## config.mk

```make
export PLATFORM = sky130hd
export DESIGN_NAME = ps2_mouse_top
export DESIGN_NICKNAME = d
export VERILOG_FILES = /design/src/ps2_mouse_pkg.sv /design/src/ps2_control.sv /design/src/ps2_mouse_top.sv /design/src/ps2_rx.sv /design/src/ps2_tx.sv
export SDC_FILE = /design/constraint.sdc
export NUM_CORES = 1
export LEC_CHECK = 0
export ABC_AREA = 0
export BUFFER_PORTS_ARGS = -buffer_cell sky130_fd_sc_hd__buf_2
export CORE_ASPECT_RATIO = 0.9
export CORE_MARGIN = 8
export CORE_UTILIZATION = 55
export CTS_BUF_LIST = sky130_fd_sc_hd__clkbuf_16
export DETAILED_ROUTE_END_ITERATION = 16
export MAX_ROUTING_LAYER = met4
export PLACE_DENSITY_LB_ADDON = 0.08
export SLEW_MARGIN = 30
export SYNTH_ARGS = -nofsm -noshare
export SYNTH_HDL_FRONTEND = slang
export SYNTH_HIERARCHICAL = 1
export SYNTH_SLANG_ARGS = --single-unit
```

## constraint.sdc

```tcl
create_clock -name clk_sys -period 4.75 [get_ports clk_sys]
set_clock_uncertainty 0.05 [all_clocks]
set_input_delay 0.2375 -clock clk_sys [delete_from_list [all_inputs] [get_ports clk_sys]]
set_output_delay 0.2375 -clock clk_sys [all_outputs]
set_load 0.01 [all_outputs]
```

## src/ps2_mouse_pkg.sv

```systemverilog
// shared state types and command/response byte values, imported by the PS/2 mouse host modules
package ps2_mouse_pkg;

    // mouse init and streaming FSM
    typedef enum logic [2:0] {
        reset_dev,
        wait_ack,
        start_stream,
        wait_ack2,
        stream
    } ctrl_state_t;

    // device-to-host frame receiver
    typedef enum logic [1:0] {
        rx_idle,
        rx_shift,
        rx_parity,
        rx_stop
    } rx_state_t;

    // host-to-device command sender
    typedef enum logic [2:0] {
        tx_idle,
        tx_inhibit,
        tx_request,
        tx_shift,
        tx_parity,
        tx_stop,
        tx_ack,
        tx_done
    } tx_state_t;

    // host commands
    localparam logic [7:0] cmd_reset         = 8'hFF;
    localparam logic [7:0] cmd_enable_stream = 8'hF4;

    // device responses
    localparam logic [7:0] rsp_ack    = 8'hFA;
    localparam logic [7:0] rsp_bat_ok = 8'hAA;

endpackage

```

## src/ps2_control.sv

```systemverilog
// mouse init FSM with ack timeout and idle watchdog; packs streamed bytes into 24-bit packets
`timescale 1ns/100ps

module ps2_control
    import ps2_mouse_pkg::*;
#(
    parameter int ms_cycles     = 50_000,
    parameter int idle_limit_ms = 20_000
) (
    input  logic        clk_sys,
    input  logic        rst_n,
    output logic        rd_en,
    input  logic        rd_vld,
    input  logic [7:0]  rd_data,
    output logic        wr_en,
    output logic [7:0]  wr_data,
    input  logic        wr_done,
    output logic        pkt_vld,
    output logic [23:0] pkt_data,
    output logic        init_done,
    output ctrl_state_t ctrl_state
);

    localparam int ms_w   = $clog2(ms_cycles + 1);
    localparam int idle_w = $clog2(idle_limit_ms + 1);
    localparam logic [ms_w-1:0]   ms_last   = ms_w'(ms_cycles - 1);
    localparam logic [idle_w-1:0] idle_last = idle_w'(idle_limit_ms - 1);

    ctrl_state_t       state;
    ctrl_state_t       next_state;
    logic              cmd_sent;
    logic [1:0]        byte_cnt;
    logic [ms_w-1:0]   ms_cnt;
    logic              ms_tick;
    logic [idle_w-1:0] idle_cnt;
    logic              idle_expired;
    logic              in_stream;

    assign in_stream    = (state == stream);
    assign ms_tick      = (ms_cnt == ms_last);
    assign idle_expired = ms_tick && (idle_cnt == idle_last);

    always_comb begin
        next_state = state;
        case (state)
            reset_dev: begin
                if (wr_done) begin
                    next_state = wait_ack;
                end
            end
            wait_ack: begin
                // ack then self-test result
                if (byte_cnt == 2'd2) begin
                    next_state = start_stream;
                end else if (ms_tick) begin
                    next_state = reset_dev;
                end
            end
            start_stream: begin
                if (wr_done) begin
                    next_state = wait_ack2;
                end
            end
            wait_ack2: begin
                if (rd_vld && ((rd_data == rsp_ack) || (rd_data == cmd_enable_stream))) begin
                    next_state = stream;
                end else if (ms_tick) begin
                    next_state = reset_dev;
                end
            end
            stream: begin
                if (idle_expired) begin
                    next_state = reset_dev;
                end
            end
            default: begin
                next_state = reset_dev;
            end
        endcase
    end

    always_ff @(posedge clk_sys or negedge rst_n) begin
        if (!rst_n) begin
            state <= reset_dev;
        end else begin
            state <= next_state;
        end
    end

    assign ctrl_state = state;

    // millisecond timebase, restarts on every state change
    always_ff @(posedge clk_sys or negedge rst_n) begin
        if (!rst_n) begin
            ms_cnt <= '0;
        end else if ((state != next_state) || (in_stream && rd_vld)) begin
            ms_cnt <= '0;
        end else if ((state == wait_ack) || (state == wait_ack2) || in_stream) begin
            ms_cnt <= ms_tick ? '0 : ms_cnt + 1'b1;
        end else begin
            ms_cnt <= '0;
        end
    end

    // watchdog in ms, any received byte restarts it
    always_ff @(posedge clk_sys or negedge rst_n) begin
        if (!rst_n) begin
            idle_cnt <= '0;
        end else if (!in_stream || rd_vld || idle_expired) begin
            idle_cnt <= '0;
        end else if (ms_tick) begin
            idle_cnt <= idle_cnt + 1'b1;
        end
    end

    // one wr_en pulse per command state visit
    always_ff @(posedge clk_sys or negedge rst_n) begin
        if (!rst_n) begin
            wr_en    <= 1'b0;
            cmd_sent <= 1'b0;
        end else if ((state == reset_dev) || (state == start_stream)) begin
            wr_en    <= ~cmd_sent;
            cmd_sent <= 1'b1;
        end else begin
            wr_en    <= 1'b0;
            cmd_sent <= 1'b0;
        end
    end

    always_ff @(posedge clk_sys) begin
        wr_data <= (state == start_stream) ? cmd_enable_stream : cmd_reset;
    end

    always_ff @(posedge clk_sys or negedge rst_n) begin
        if (!rst_n) begin
            rd_en     <= 1'b0;
            init_done <= 1'b0;
        end else begin
            rd_en     <= (state != reset_dev);
            init_done <= in_stream;
        end
    end

    // counts responses in wait_ack and packet bytes in stream
    // cleared elsewhere so stream always starts on byte 0
    always_ff @(posedge clk_sys or negedge rst_n) begin
        if (!rst_n) begin
            byte_cnt <= 2'd0;
        end else if ((state != wait_ack) && !in_stream) begin
            byte_cnt <= 2'd0;
        end else if (rd_vld) begin
            byte_cnt <= (byte_cnt == 2'd2) ? 2'd0 : byte_cnt + 2'd1;
        end
    end

    always_ff @(posedge clk_sys or negedge rst_n) begin
        if (!rst_n) begin
            pkt_vld <= 1'b0;
        end else begin
            pkt_vld <= in_stream && rd_vld && (byte_cnt == 2'd2);
        end
    end

    // byte 0 lands in the low bits
    always_ff @(posedge clk_sys) begin
        if (in_stream && rd_vld) begin
            case (byte_cnt)
                2'd0: pkt_data[7:0]   <= rd_data;
                2'd1: pkt_data[15:8]  <= rd_data;
                2'd2: pkt_data[23:16] <= rd_data;
                default: pkt_data <= pkt_data;
            endcase
        end
    end

endmodule

```

## src/ps2_mouse_top.sv

```systemverilog
// PS/2 mouse host top level; ties controller, receiver and transmitter to the open-collector pins
`timescale 1ns/100ps

module ps2_mouse_top
    import ps2_mouse_pkg::*;
#(
    parameter int ms_cycles      = 50_000,
    parameter int idle_limit_ms  = 20_000,
    parameter int inhibit_cycles = 5_000
) (
    input  logic        clk_sys,
    input  logic        rst_n,
    input  logic        ps2_clk_in,
    input  logic        ps2_data_in,
    output logic        ps2_clk_oe,
    output logic        ps2_data_oe,
    output logic        pkt_vld,
    output logic [23:0] pkt_data,
    output logic        init_done,
    output ctrl_state_t ctrl_state
);

    logic       rd_en;
    logic       rd_vld;
    logic [7:0] rd_data;
    logic       wr_en;
    logic [7:0] wr_data;
    logic       wr_done;
    logic       tx_busy;

    ps2_control #(
        .ms_cycles     (ms_cycles),
        .idle_limit_ms (idle_limit_ms)
    ) u_control (
        .clk_sys    (clk_sys),
        .rst_n      (rst_n),
        .rd_en      (rd_en),
        .rd_vld     (rd_vld),
        .rd_data    (rd_data),
        .wr_en      (wr_en),
        .wr_data    (wr_data),
        .wr_done    (wr_done),
        .pkt_vld    (pkt_vld),
        .pkt_data   (pkt_data),
        .init_done  (init_done),
        .ctrl_state (ctrl_state)
    );

    ps2_rx u_rx (
        .clk_sys     (clk_sys),
        .rst_n       (rst_n),
        .ps2_clk_in  (ps2_clk_in),
        .ps2_data_in (ps2_data_in),
        .rd_en       (rd_en),
        .tx_busy     (tx_busy),
        .rd_vld      (rd_vld),
        .rd_data     (rd_data)
    );

    ps2_tx #(
        .inhibit_cycles (inhibit_cycles)
    ) u_tx (
        .clk_sys     (clk_sys),
        .rst_n       (rst_n),
        .ps2_clk_in  (ps2_clk_in),
        .ps2_data_in (ps2_data_in),
        .wr_en       (wr_en),
        .wr_data     (wr_data),
        .ps2_clk_oe  (ps2_clk_oe),
        .ps2_data_oe (ps2_data_oe),
        .tx_busy     (tx_busy),
        .wr_done     (wr_done)
    );

endmodule

```

## src/ps2_rx.sv

```systemverilog
// PS/2 device-to-host receiver; deframes 11-bit frames and strobes each good byte out
`timescale 1ns/100ps

module ps2_rx
    import ps2_mouse_pkg::*;
(
    input  logic       clk_sys,
    input  logic       rst_n,
    input  logic       ps2_clk_in,
    input  logic       ps2_data_in,
    input  logic       rd_en,
    input  logic       tx_busy,
    output logic       rd_vld,
    output logic [7:0] rd_data
);

    rx_state_t  state;
    logic [1:0] clk_sync;
    logic [1:0] data_sync;
    logic       clk_prev;
    logic       clk_fall;
    logic       data_s;
    logic [2:0] bit_cnt;
    logic [7:0] shift_reg;
    logic       parity_ok;

    // 2-flop synchronizers, idle line is high
    always_ff @(posedge clk_sys or negedge rst_n) begin
        if (!rst_n) begin
            clk_sync  <= 2'b11;
            data_sync <= 2'b11;
            clk_prev  <= 1'b1;
        end else begin
            clk_sync  <= {clk_sync[0], ps2_clk_in};
            data_sync <= {data_sync[0], ps2_data_in};
            clk_prev  <= clk_sync[1];
        end
    end

    assign clk_fall = clk_prev & ~clk_sync[1];
    assign data_s   = data_sync[1];

    always_ff @(posedge clk_sys or negedge rst_n) begin
        if (!rst_n) begin
            state     <= rx_idle;
            bit_cnt   <= 3'd0;
            parity_ok <= 1'b0;
            rd_vld    <= 1'b0;
        end else begin
            rd_vld <= 1'b0;
            if (!rd_en || tx_busy) begin
                // host owns the bus or reads are off, drop partial frame
                state   <= rx_idle;
                bit_cnt <= 3'd0;
            end else if (clk_fall) begin
                case (state)
                    rx_idle: begin
                        // start bit is low
                        if (!data_s) begin
                            state   <= rx_shift;
                            bit_cnt <= 3'd0;
                        end
                    end
                    rx_shift: begin
                        bit_cnt <= bit_cnt + 3'd1;
                        if (bit_cnt == 3'd7) begin
                            state <= rx_parity;
                        end
                    end
                    rx_parity: begin
                        // odd parity over data and parity bit
                        parity_ok <= ^{shift_reg, data_s};
                        state     <= rx_stop;
                    end
                    rx_stop: begin
                        if (data_s && parity_ok) begin
                            rd_vld <= 1'b1;
                        end
                        state <= rx_idle;
                    end
                    default: begin
                        state <= rx_idle;
                    end
                endcase
            end
        end
    end

    // data bits arrive LSB first
    always_ff @(posedge clk_sys) begin
        if (clk_fall && (state == rx_shift)) begin
            shift_reg <= {data_s, shift_reg[7:1]};
        end
    end

    always_ff @(posedge clk_sys) begin
        if (clk_fall && (state == rx_stop) && data_s && parity_ok) begin
            rd_data <= shift_reg;
        end
    end

endmodule

```

## src/ps2_tx.sv

```systemverilog
// PS/2 host-to-device command sender using clock inhibit and request-to-send
`timescale 1ns/100ps

module ps2_tx
    import ps2_mouse_pkg::*;
#(
    parameter int inhibit_cycles = 5_000
) (
    input  logic       clk_sys,
    input  logic       rst_n,
    input  logic       ps2_clk_in,
    input  logic       ps2_data_in,
    input  logic       wr_en,
    input  logic [7:0] wr_data,
    output logic       ps2_clk_oe,
    output logic       ps2_data_oe,
    output logic       tx_busy,
    output logic       wr_done
);

    localparam int cnt_w = $clog2(inhibit_cycles + 1);
    localparam logic [cnt_w-1:0] inhibit_last = cnt_w'(inhibit_cycles - 1);

    tx_state_t        state;
    logic [1:0]       clk_sync;
    logic [1:0]       data_sync;
    logic             clk_prev;
    logic             clk_fall;
    logic [cnt_w-1:0] inhibit_cnt;
    logic [3:0]       bit_cnt;
    logic [8:0]       shift_reg;

    always_ff @(posedge clk_sys or negedge rst_n) begin
        if (!rst_n) begin
            clk_sync  <= 2'b11;
            data_sync <= 2'b11;
            clk_prev  <= 1'b1;
        end else begin
            clk_sync  <= {clk_sync[0], ps2_clk_in};
            data_sync <= {data_sync[0], ps2_data_in};
            clk_prev  <= clk_sync[1];
        end
    end

    assign clk_fall = clk_prev & ~clk_sync[1];

    always_ff @(posedge clk_sys or negedge rst_n) begin
        if (!rst_n) begin
            state       <= tx_idle;
            inhibit_cnt <= '0;
            bit_cnt     <= 4'd0;
            ps2_clk_oe  <= 1'b0;
            ps2_data_oe <= 1'b0;
        end else begin
            case (state)
                tx_idle: begin
                    if (wr_en) begin
                        // hold clock low to abort any device traffic
                        state       <= tx_inhibit;
                        inhibit_cnt <= '0;
                        ps2_clk_oe  <= 1'b1;
                    end
                end
                tx_inhibit: begin
                    inhibit_cnt <= inhibit_cnt + 1'b1;
                    if (inhibit_cnt == inhibit_last) begin
                        // start bit before the clock is let go
                        ps2_data_oe <= 1'b1;
                        state       <= tx_request;
                    end
                end
                tx_request: begin
                    ps2_clk_oe <= 1'b0;
                    // device now clocks, bit 0 goes out after its first fall
                    if (clk_fall) begin
                        ps2_data_oe <= ~shift_reg[0];
                        bit_cnt     <= 4'd1;
                        state       <= tx_shift;
                    end
                end
                tx_shift: begin
                    if (clk_fall) begin
                        ps2_data_oe <= ~shift_reg[0];
                        bit_cnt     <= bit_cnt + 4'd1;
                        // ninth bit driven is the parity bit
                        if (bit_cnt == 4'd8) begin
                            state <= tx_parity;
                        end
                    end
                end
                tx_parity: begin
                    // release data for the stop bit
                    if (clk_fall) begin
                        ps2_data_oe <= 1'b0;
                        state       <= tx_stop;
                    end
                end
                tx_stop: begin
                    // device ack clock
                    if (clk_fall) begin
                        state <= tx_ack;
                    end
                end
                tx_ack: begin
                    // wait for the device to release both lines
                    if (clk_sync[1] && data_sync[1]) begin
                        state <= tx_done;
                    end
                end
                tx_done: begin
                    state <= tx_idle;
                end
                default: begin
                    state       <= tx_idle;
                    ps2_clk_oe  <= 1'b0;
                    ps2_data_oe <= 1'b0;
                end
            endcase
        end
    end

    // byte plus odd parity, shifted out LSB first
    always_ff @(posedge clk_sys) begin
        if ((state == tx_idle) && wr_en) begin
            shift_reg <= {~^wr_data, wr_data};
        end else if (clk_fall && ((state == tx_request) || (state == tx_shift))) begin
            shift_reg <= {1'b1, shift_reg[8:1]};
        end
    end

    assign tx_busy = (state != tx_idle);
    assign wr_done = (state == tx_done);

endmodule

```

==> reports/results.txt, run 1 <==
The flow ran to the end, and the final reports show no timing, DRC or antenna violations. Relative slew slack: 0.4597. Share of flip-flops with an asynchronous set or reset: 0.6154.

From synthesis to final layout, the design area changed by 15.53%. Required time reported for the critical path endpoint: 4.96 ns. The tools report the global-route usage over all layers as 0.1736.

Setup violations remaining at the end of the flow were counted as 0. Power comes to 2.579 mW. Summed over all instances, the cell type with the most area after synthesis is sky130_fd_sc_hd__dfrtp_1. The run gives 0 as the count of final hold-check violations. The tools report the number of I/O pins as 35. The number of antenna violations at the first check in global routing is 0.

For the worst supply voltage drop on vdd, the log shows 0.0003190 V. Flip-flop count of the largest register after layout: 24. The final layout contains routed wiring with a total length of 11070 um.

Adding up every negative setup slack in the final design gives 0 ns. The via count of the first global-routing pass came out at 3833. The maximum fanout encountered on the critical timing path works out to 16. After synthesis, the cell types taking the most area are sky130_fd_sc_hd__dfrtp_1 29%, sky130_fd_sc_hd__edfxtp_1 25%, sky130_fd_sc_hd__dfstp_2 4.4%, sky130_fd_sc_hd__xor2_1 3.8%, sky130_fd_sc_hd__ha_1 3.1%. Dominant register cell in the synthesized netlist: sky130_fd_sc_hd__dfrtp_1. Type of the tightest min-delay check: reg2reg. From left edge to right edge, the die measures 126.0 um. At the pin with the least slew margin, the transition time is 0.8104 ns. The run gives 0.5582 as the starting density of the core. The final clock period utilization by the worst path is 0.5192. STA classifies the critical path endpoint as a register.

The footprint of the flip-flops and latches is 3506 um^2, and the number of placement rows is 36. The final estimated routing congestion in global placement is 0.8123. The synthesized design contains 130 register bits. TritonCTS built the clock tree. In this run the tool buffered the top-level ports with 34 buffer cells. The total power per unit cell area works out to 373.0 nW/um^2. The leftover overflow at the end of global routing is 0, and the synthesized area is 5984 um^2. The buffer cell driving the clock tree root is sky130_fd_sc_hd__clkbuf_16. After technology mapping, the gate count stands at 492. The H-tree generated during clock tree synthesis spans 4 levels. Sorting the synthesized cells by how often they occur yields 70 x sky130_fd_sc_hd__dfrtp_1, 49 x sky130_fd_sc_hd__edfxtp_1, 45 x sky130_fd_sc_hd__nor2_1. The remaining number of nets flagged by the antenna check after routing came out at 0.

Averaged over all synthesized cells, the footprint is 12.16 um^2. The number of clock buffers inserted by TritonCTS is 17, and the sequential area share after synthesis is 0.5858. Top register by number of flip-flops: u_control/pkt_data. Height of the die: 115.0 um. The number of filler instances in the final layout was 828; the count of cells resized by post-cts repair was 0. Number of DRC violations after detailed-routing iteration 0: 291. At the end of the flow, the number of nets in the layout was 553. Dividing the detail-routed via count by the number of cells gives 5.612. After clock tree synthesis, the clock-pin slew on the worst setup and hold paths is 0.06 ns. The tree built by TritonCTS fans out to 130 sinks.

Classification of the worst setup path: reg2reg. The pre-antenna-repair detailed-routing pass consisted of 5 iterations. The number of antenna diodes in the final layout is 0. The post-route DRC violation count came out at 0. Dividing the detail-routed wire length by the instance count gives 16.27 um.

Clock latency of the later-clocked register in the worst-skew pair: 0.41 ns. The worst setup path is launched from a register. The number of distinct library cell variants in the gate-level netlist after synthesis was 69. The tools report the area of the core as 10720 um^2. The run gives 0 as the number of maximum-capacitance constraint violations. Counting I/O delays and the setup requirement, the final critical path takes 2.466 ns. The multi-input combinational cells in the finished layout cover a total of 2350 um^2. The fraction of layout instances using a drive strength above 1 came out at 0.1883. The first-pass GRT wire length is 19170 um, and the leakage dissipation is 2.795 nW.

Based on the critical path, the design can be clocked at up to 405.5 MHz. The largest registers in the layout are u_control/pkt_data (24), u_control/ms_cnt (16), u_control/idle_cnt (15). Detailed placement ended at an HPWL of 7430 um.

The maximum number of buffers from clock root to sink came out at 2. Setup repair after global routing left no endpoint under its margin. The count of pins over their slew limit came out at 0. Data arrives at the worst endpoint at 2.68 ns.

Entering global routing, the biggest net connects 81 pins. The library cell with the highest instance count after synthesis was sky130_fd_sc_hd__dfrtp_1. The fraction of post-synthesis cell area in the top cell type by area works out to 0.2927. For the number of synthesis warnings, the log shows 6.

The synthesized design contains 49 enable-type register cells. For the via count, the log shows 3816. The die covers 14480 um^2.
==> metal layers <==
layer	track usage	vias to the layer above	routed length [um]
met4	0.06645	0	180
met3	0.06305	16	644
met2	0.2515	83	4938
li1	-	1841	-
met5	-	-	0
met1	0.2192	1876	5302
==> final cells by class <==
class	instances	area share
flip-flops and latches	130	0.5071
multi-input cells	335	0.3398
clock buffers	17	0.06153
repair buffers	38	0.03094
clock inverters	15	0.03004
well taps	133	0.02407
inverters	12	0.006515
==> cells in the final DEF, fill, tap and decap left out, drive strengths merged, types with 3 or more instances in the layout <==
cell type and instances:
dfstp 10, mux2i 6, xor2 26, nor4b 3, nor3 22, buf 35
o21ai 12, nor3b 3, mux2 10, xnor2 23, a21oi 13, and4 5
edfxtp 49, dfrtp 70, and3 8, nand4 14, nand3 25, ha 15
or4 3, inv 16, nor2 46, nand2b 12, and2 5, dlygate4sd3 3
nand3b 4, clkinv 6, nor4 12, bufinv 4, nand2 33, conb 5
nor2b 4, clkbuf 17, or3 3
==> path summary, 6_finish.rpt <==
kind	endpoint	from	depth (start not counted)	slack, ns
worst max register to register	u_control/ms_cnt[6]	u_rx/rd_data[1]	5	2.28
worst max-delay path	u_control/ms_cnt[6]	u_rx/rd_data[1]	5	2.28
max in group asynchronous	u_tx/ps2_clk_oe	rst_n	2	3.76
min in group asynchronous	u_control/pkt_vld	rst_n	2	0.37
worst min-delay path	u_rx/clk_sync[1]	u_rx/clk_sync[0]	0	0.31
worst min register to register	u_rx/clk_sync[1]	u_rx/clk_sync[0]	0	0.31
==> critical path, stage by stage, from the launching register on <==
cell and delay [ns]:
sky130_fd_sc_hd__edfxtp_1 0.46, sky130_fd_sc_hd__or3b_4 0.44, sky130_fd_sc_hd__a2111oi_4 0.41, sky130_fd_sc_hd__nand2_1 0.16, sky130_fd_sc_hd__a21oi_2 0.68, sky130_fd_sc_hd__nor4_1 0.11
==> cells by family after synthesis <==
family / share of synthesized area
AOI/OAI and AO/OA: 0.05415
muxes: 0.02948
xor gates and xnor gates: 0.07798
adders and majority gates: 0.03136
other: 0.0006266
and+or+nand+nor: 0.1940
buffers and inverters: 0.02655
DFF: 0.5858
==> power by group <==
part	total [mW]	internal [mW]	switching, mW	leakage (nW)
clock	1.38	0.884	0.496	0.310
sequential	1.17	1.17	0.00268	1.49
combinational	0.0303	0.00968	0.0206	0.993
==> repair_timing <==
action / 4_1_cts / 5_1_grt
setup buffers: 0 / 0
endpoints found under the hold margin: 74 / 0
hold buffers: 3 / 0
==> metrics by stage <==
step | hold WS [ns] | worst slack [ns] | cell area [um^2] | utilization | cells
floorplan | -0.1081 | 2.451 | 6000 | - | 496
finish | 0.3075 | 2.284 | 6914 | 0.6450 | 680
detailed placement | 0.2921 | 2.324 | 6251 | 0.5831 | 645
global placement | 0.2961 | 2.227 | 6232 | 0.5813 | 645
global route | 0.3176 | 2.093 | 6914 | 0.6450 | 680
CTS | 0.3092 | 2.306 | 6914 | 0.6450 | 680
Note: power is estimated with default switching activity, not from simulation.
==> inputs of run 2 (changes only) <==
==> constraint.sdc (replaced) <==
create_clock -name clk_sys -period 2.3 [get_ports clk_sys]
set_clock_uncertainty 0.05 [all_clocks]
set_input_delay 0.115 -clock clk_sys [delete_from_list [all_inputs] [get_ports clk_sys]]
set_output_delay 0.115 -clock clk_sys [all_outputs]
set_load 0.01 [all_outputs]
==> run 2 against run 1 <==
Fmax rose by 14%; global-route usage is essentially flat; via count is 0.24% higher; non-clock buffer count increased by 16; sequential share of layout area fell by 0.32 points; clock power increased by 72%; design area increased by 0.63%; final cell count is 2.4% higher; combinational power up 130%; worst hold slack got worse by 0.11 ns; worst setup slack got worse by 2.1 ns; clock-buffer cell count unchanged; critical endpoint is now u_control/idle_cnt[10]; largest power group is now sequential cells; highest routed layer unchanged.
==> reports/results.txt, run 2 (same netlist as run 1, synthesis figures left out) <==
The flow ran to the end, and the final reports show no timing, DRC or antenna violations. The via count is 3825 (+0.24%). The tools report the required time reported for the critical path endpoint as 2.57 ns (-2.39 ns). For the area enclosed by the die boundary, the log shows 14480 um^2 (unchanged). The maximum number of buffers from clock root to sink is 2 (unchanged), and the placed wire-length estimate is 7662 um (+3.1%). Leakage dissipation: 2.825 nW (+1.1%). The logs give 0 (unchanged) for the number of maximum-capacitance constraint violations and 0 (unchanged) for the remaining number of nets flagged by the antenna check after routing. The timing-limited maximum frequency was 462.8 MHz (+14%). The tools report the number of DRC violations after detailed-routing iteration 0 as 224 (-23%). Antenna diode instance count: 0 (unchanged). The layout net count is 569 (+2.9%), and the final clock period utilization by the worst path is 0.9395 (+0.4203).

The leading cell type in the layout, fill and taps excluded is sky130_fd_sc_hd__dfrtp_1. The total power per unit cell area was 697.6 nW/um^2 (+87%); the maximum fanout encountered on the critical timing path was 5 (-11). The logs give 4 (-1) for the detailed-routing iteration count for the pre-antenna-repair pass and 43 (-47%) for the pin count of the biggest net entering global routing. On the critical path the largest part of the delay comes from simple AND/OR/NAND/NOR gates.

The logs give 0.14 ns (-2.14 ns) for the minimum setup slack among reg-to-reg paths and 0.5582 (unchanged) for the starting density of the core. Combined buffer and inverter count along the critical path: 0 (unchanged). The number of buffer cells added on primary ports was 34 (unchanged); the via count normalized by instance count was 5.496 (-2.1%).

The run gives 36 (unchanged) as the number of placement rows. For this design, the slowest cell found on the critical path is sky130_fd_sc_hd__or4_1. The height of the die was 115.0 um (unchanged); the number of setup violations in the final report was 0 (unchanged). The buffer cell driving the clock tree root was sky130_fd_sc_hd__clkbuf_16. The arrival time reported for the critical path endpoint came out at 2.43 ns (-0.25 ns).

The slew of the pin with the lowest slew margin was 0.5859 ns (-0.2245 ns); the total negative setup slack was 0 ns (unchanged). The number of filler instances in the final layout is 831 (+0.36%), and the shortest period the worst path allows is 2.161 ns (-0.3055 ns). Area of the core: 10720 um^2 (unchanged). The fraction of layout instances using a drive strength above 1 came out at 0.2078 (+0.01952). The logs give 0 (unchanged) for the number of antenna violations at the first check in global routing and 4 (unchanged) for the maximum level of the CTS H-tree. The worst setup path is captured at a register. Overall routed net length: 11190 um (+1.1%). The flip-flop count of the largest register after layout was 24 (unchanged).

Setup repair after global routing left no endpoint under its margin. The register with the most flip-flops in the final layout is u_control/pkt_data. The relative slew slack is 0.6094 (+0.1497), and the first-pass GRT wire length is 19150 um (-0.11%). The global-route usage over all layers was 0.1735 (about the same). The clock-pin slew on the worst setup and hold paths is 0.06 ns (about the same), and the number of logic stages on the critical path including buffering is 6 (+1). The average wire length per cell after detail routing came out at 16.07 um (-1.2%). For the number of clock buffers inserted by TritonCTS, the log shows 17 (unchanged). The chip width was 126.0 um (unchanged); the maximum single-stage delay on the critical path was 0.52 ns (-0.16 ns). Leaving out fill and tap cells, the most frequent cells in the layout are 70 x sky130_fd_sc_hd__dfrtp_1, 49 x sky130_fd_sc_hd__edfxtp_1, 45 x sky130_fd_sc_hd__nor2_1. The tools report the post-route DRC violation count as 0 (unchanged). The tools report the count of final hold-check violations as 0 (unchanged).

Count of pins over their slew limit: 0 (unchanged). By startpoint and endpoint, the worst setup path is classified as reg2reg. The worst supply voltage drop on vdd is 0.0004736 V (+48%).

The count of placed standard cells including taps was 660 (+2.3%); the final estimated routing congestion in global placement was 0.8311 (+2.3%). In the final layout, the registers with the most flip-flops are u_control/pkt_data (24), u_control/ms_cnt (16), u_control/idle_cnt (15). The total clock sinks came out at 130 (unchanged). For the number of I/O pins, the log shows 35 (unchanged). For the final standard cell count with taps included and fillers excluded, the log shows 696 (+2.4%).

The type of the tightest min-delay check is in2async. The type of origin of the critical path was a register. The logs give 0.41 ns (about the same) for the clock latency of the later-clocked register in the worst-skew pair and 0 (unchanged) for the leftover overflow at the end of global routing.

Relative to the synthesized area, the layout overhead comes to 16.27%. TritonCTS built the clock tree. The signal on the critical path passes through ha_1 > nand3_1 > nor4b_4 > nand2_2 > or4_1 > a21oi_1. The logic depth of the worst register-to-register path came out at 6 (+1).

The via count of the first global-routing pass is 3829 (-0.10%).
-- run 2: cell types whose count changed in the layout (fill, tap and decap cells not counted), moves of 2 or more --
cell | before | now
sky130_fd_sc_hd__buf_12 | 0 | 2
sky130_fd_sc_hd__nor3b_1 | 1 | 3
sky130_fd_sc_hd__clkinv_1 | 0 | 3
sky130_fd_sc_hd__bufinv_16 | 4 | 0
sky130_fd_sc_hd__nand2_2 | 1 | 3
sky130_fd_sc_hd__buf_4 | 1 | 16
sky130_fd_sc_hd__nand2_1 | 32 | 30
sky130_fd_sc_hd__nor3b_2 | 2 | 0
sky130_fd_sc_hd__clkinvlp_4 | 0 | 4
-- run 2: timing repair --
action | 4_1_cts | 5_1_grt
hold buffers | 3 | 0
buffers inserted | 0 | 1
gates resized for setup | 0 | 4
endpoints found under the hold margin | 43 | 0
endpoints found under the setup margin | 0 | 37
-- run 2: worst paths after layout --
| check | to | startpoint |
|---|---|---|
| max | u_control/idle_cnt[10] | u_control/ms_cnt[0] |
| min | u_control/pkt_vld | rst_n |
| max reg2reg | u_control/idle_cnt[10] | u_control/ms_cnt[0] |
| min reg2reg | u_rx/clk_sync[1] | u_rx/clk_sync[0] |
| max in group asynchronous | u_tx/clk_prev | rst_n |
| min in group clk_sys | u_rx/clk_sync[1] | u_rx/clk_sync[0] |
-- run 2: routing by layer --
metal / GRT usage / up-vias / wire length (um)
li1: - / 1873 / -
met1: 0.2149 / 1869 / 5319
met2: 0.2630 / 73 / 5247
met3: 0.05795 / 10 / 511
met4: 0.06005 / 0 / 110
met5: - / - / 0
-- run 2: area by class of cell --
type	instances	area, um^2	area share
well taps	133	166.4	0.02392
clock inverters	15	111.4	0.01600
repair buffers	54	355.3	0.05107
inverters	12	45.04	0.006474
flip-flops and latches	130	3506	0.5039
multi-input cells	335	2349	0.3375
clock buffers	17	425.4	0.06114
-- run 2: worst reg2reg max path: stages, from the launching register on --
cell                      delay [ns]
sky130_fd_sc_hd__dfrtp_1        0.40
sky130_fd_sc_hd__ha_1           0.22
sky130_fd_sc_hd__nand3_1        0.24
sky130_fd_sc_hd__nor4b_4        0.35
sky130_fd_sc_hd__nand2_2        0.13
sky130_fd_sc_hd__or4_1          0.52
sky130_fd_sc_hd__a21oi_1        0.18
-- run 2: report_power, final --
part / internal, mW / total (mW) / switching, mW / leakage (nW)
clock network: 1.38 / 2.37 / 0.991 / 0.249
registers: 2.41 / 2.41 / 0.00528 / 1.49
logic: 0.0251 / 0.0697 / 0.0446 / 1.08
total: 3.81 / 4.85 / 1.04 / 2.83
-- run 2: stage by stage --
step	util	setup WS [ns]	area, um^2	total power, mW	hold WS [ns]
floorplan	-	0.0009615	6000	2.487	-0.2306
global placement	0.5930	0.1258	6357	2.524	0.1102
CTS	0.6459	0.007031	6924	4.929	0.2102
detailed placement	0.5930	0.01527	6357	2.525	0.1123
finish	0.6490	0.1391	6958	4.854	0.2015
global route	0.6490	0.03383	6958	5.053	0.2668
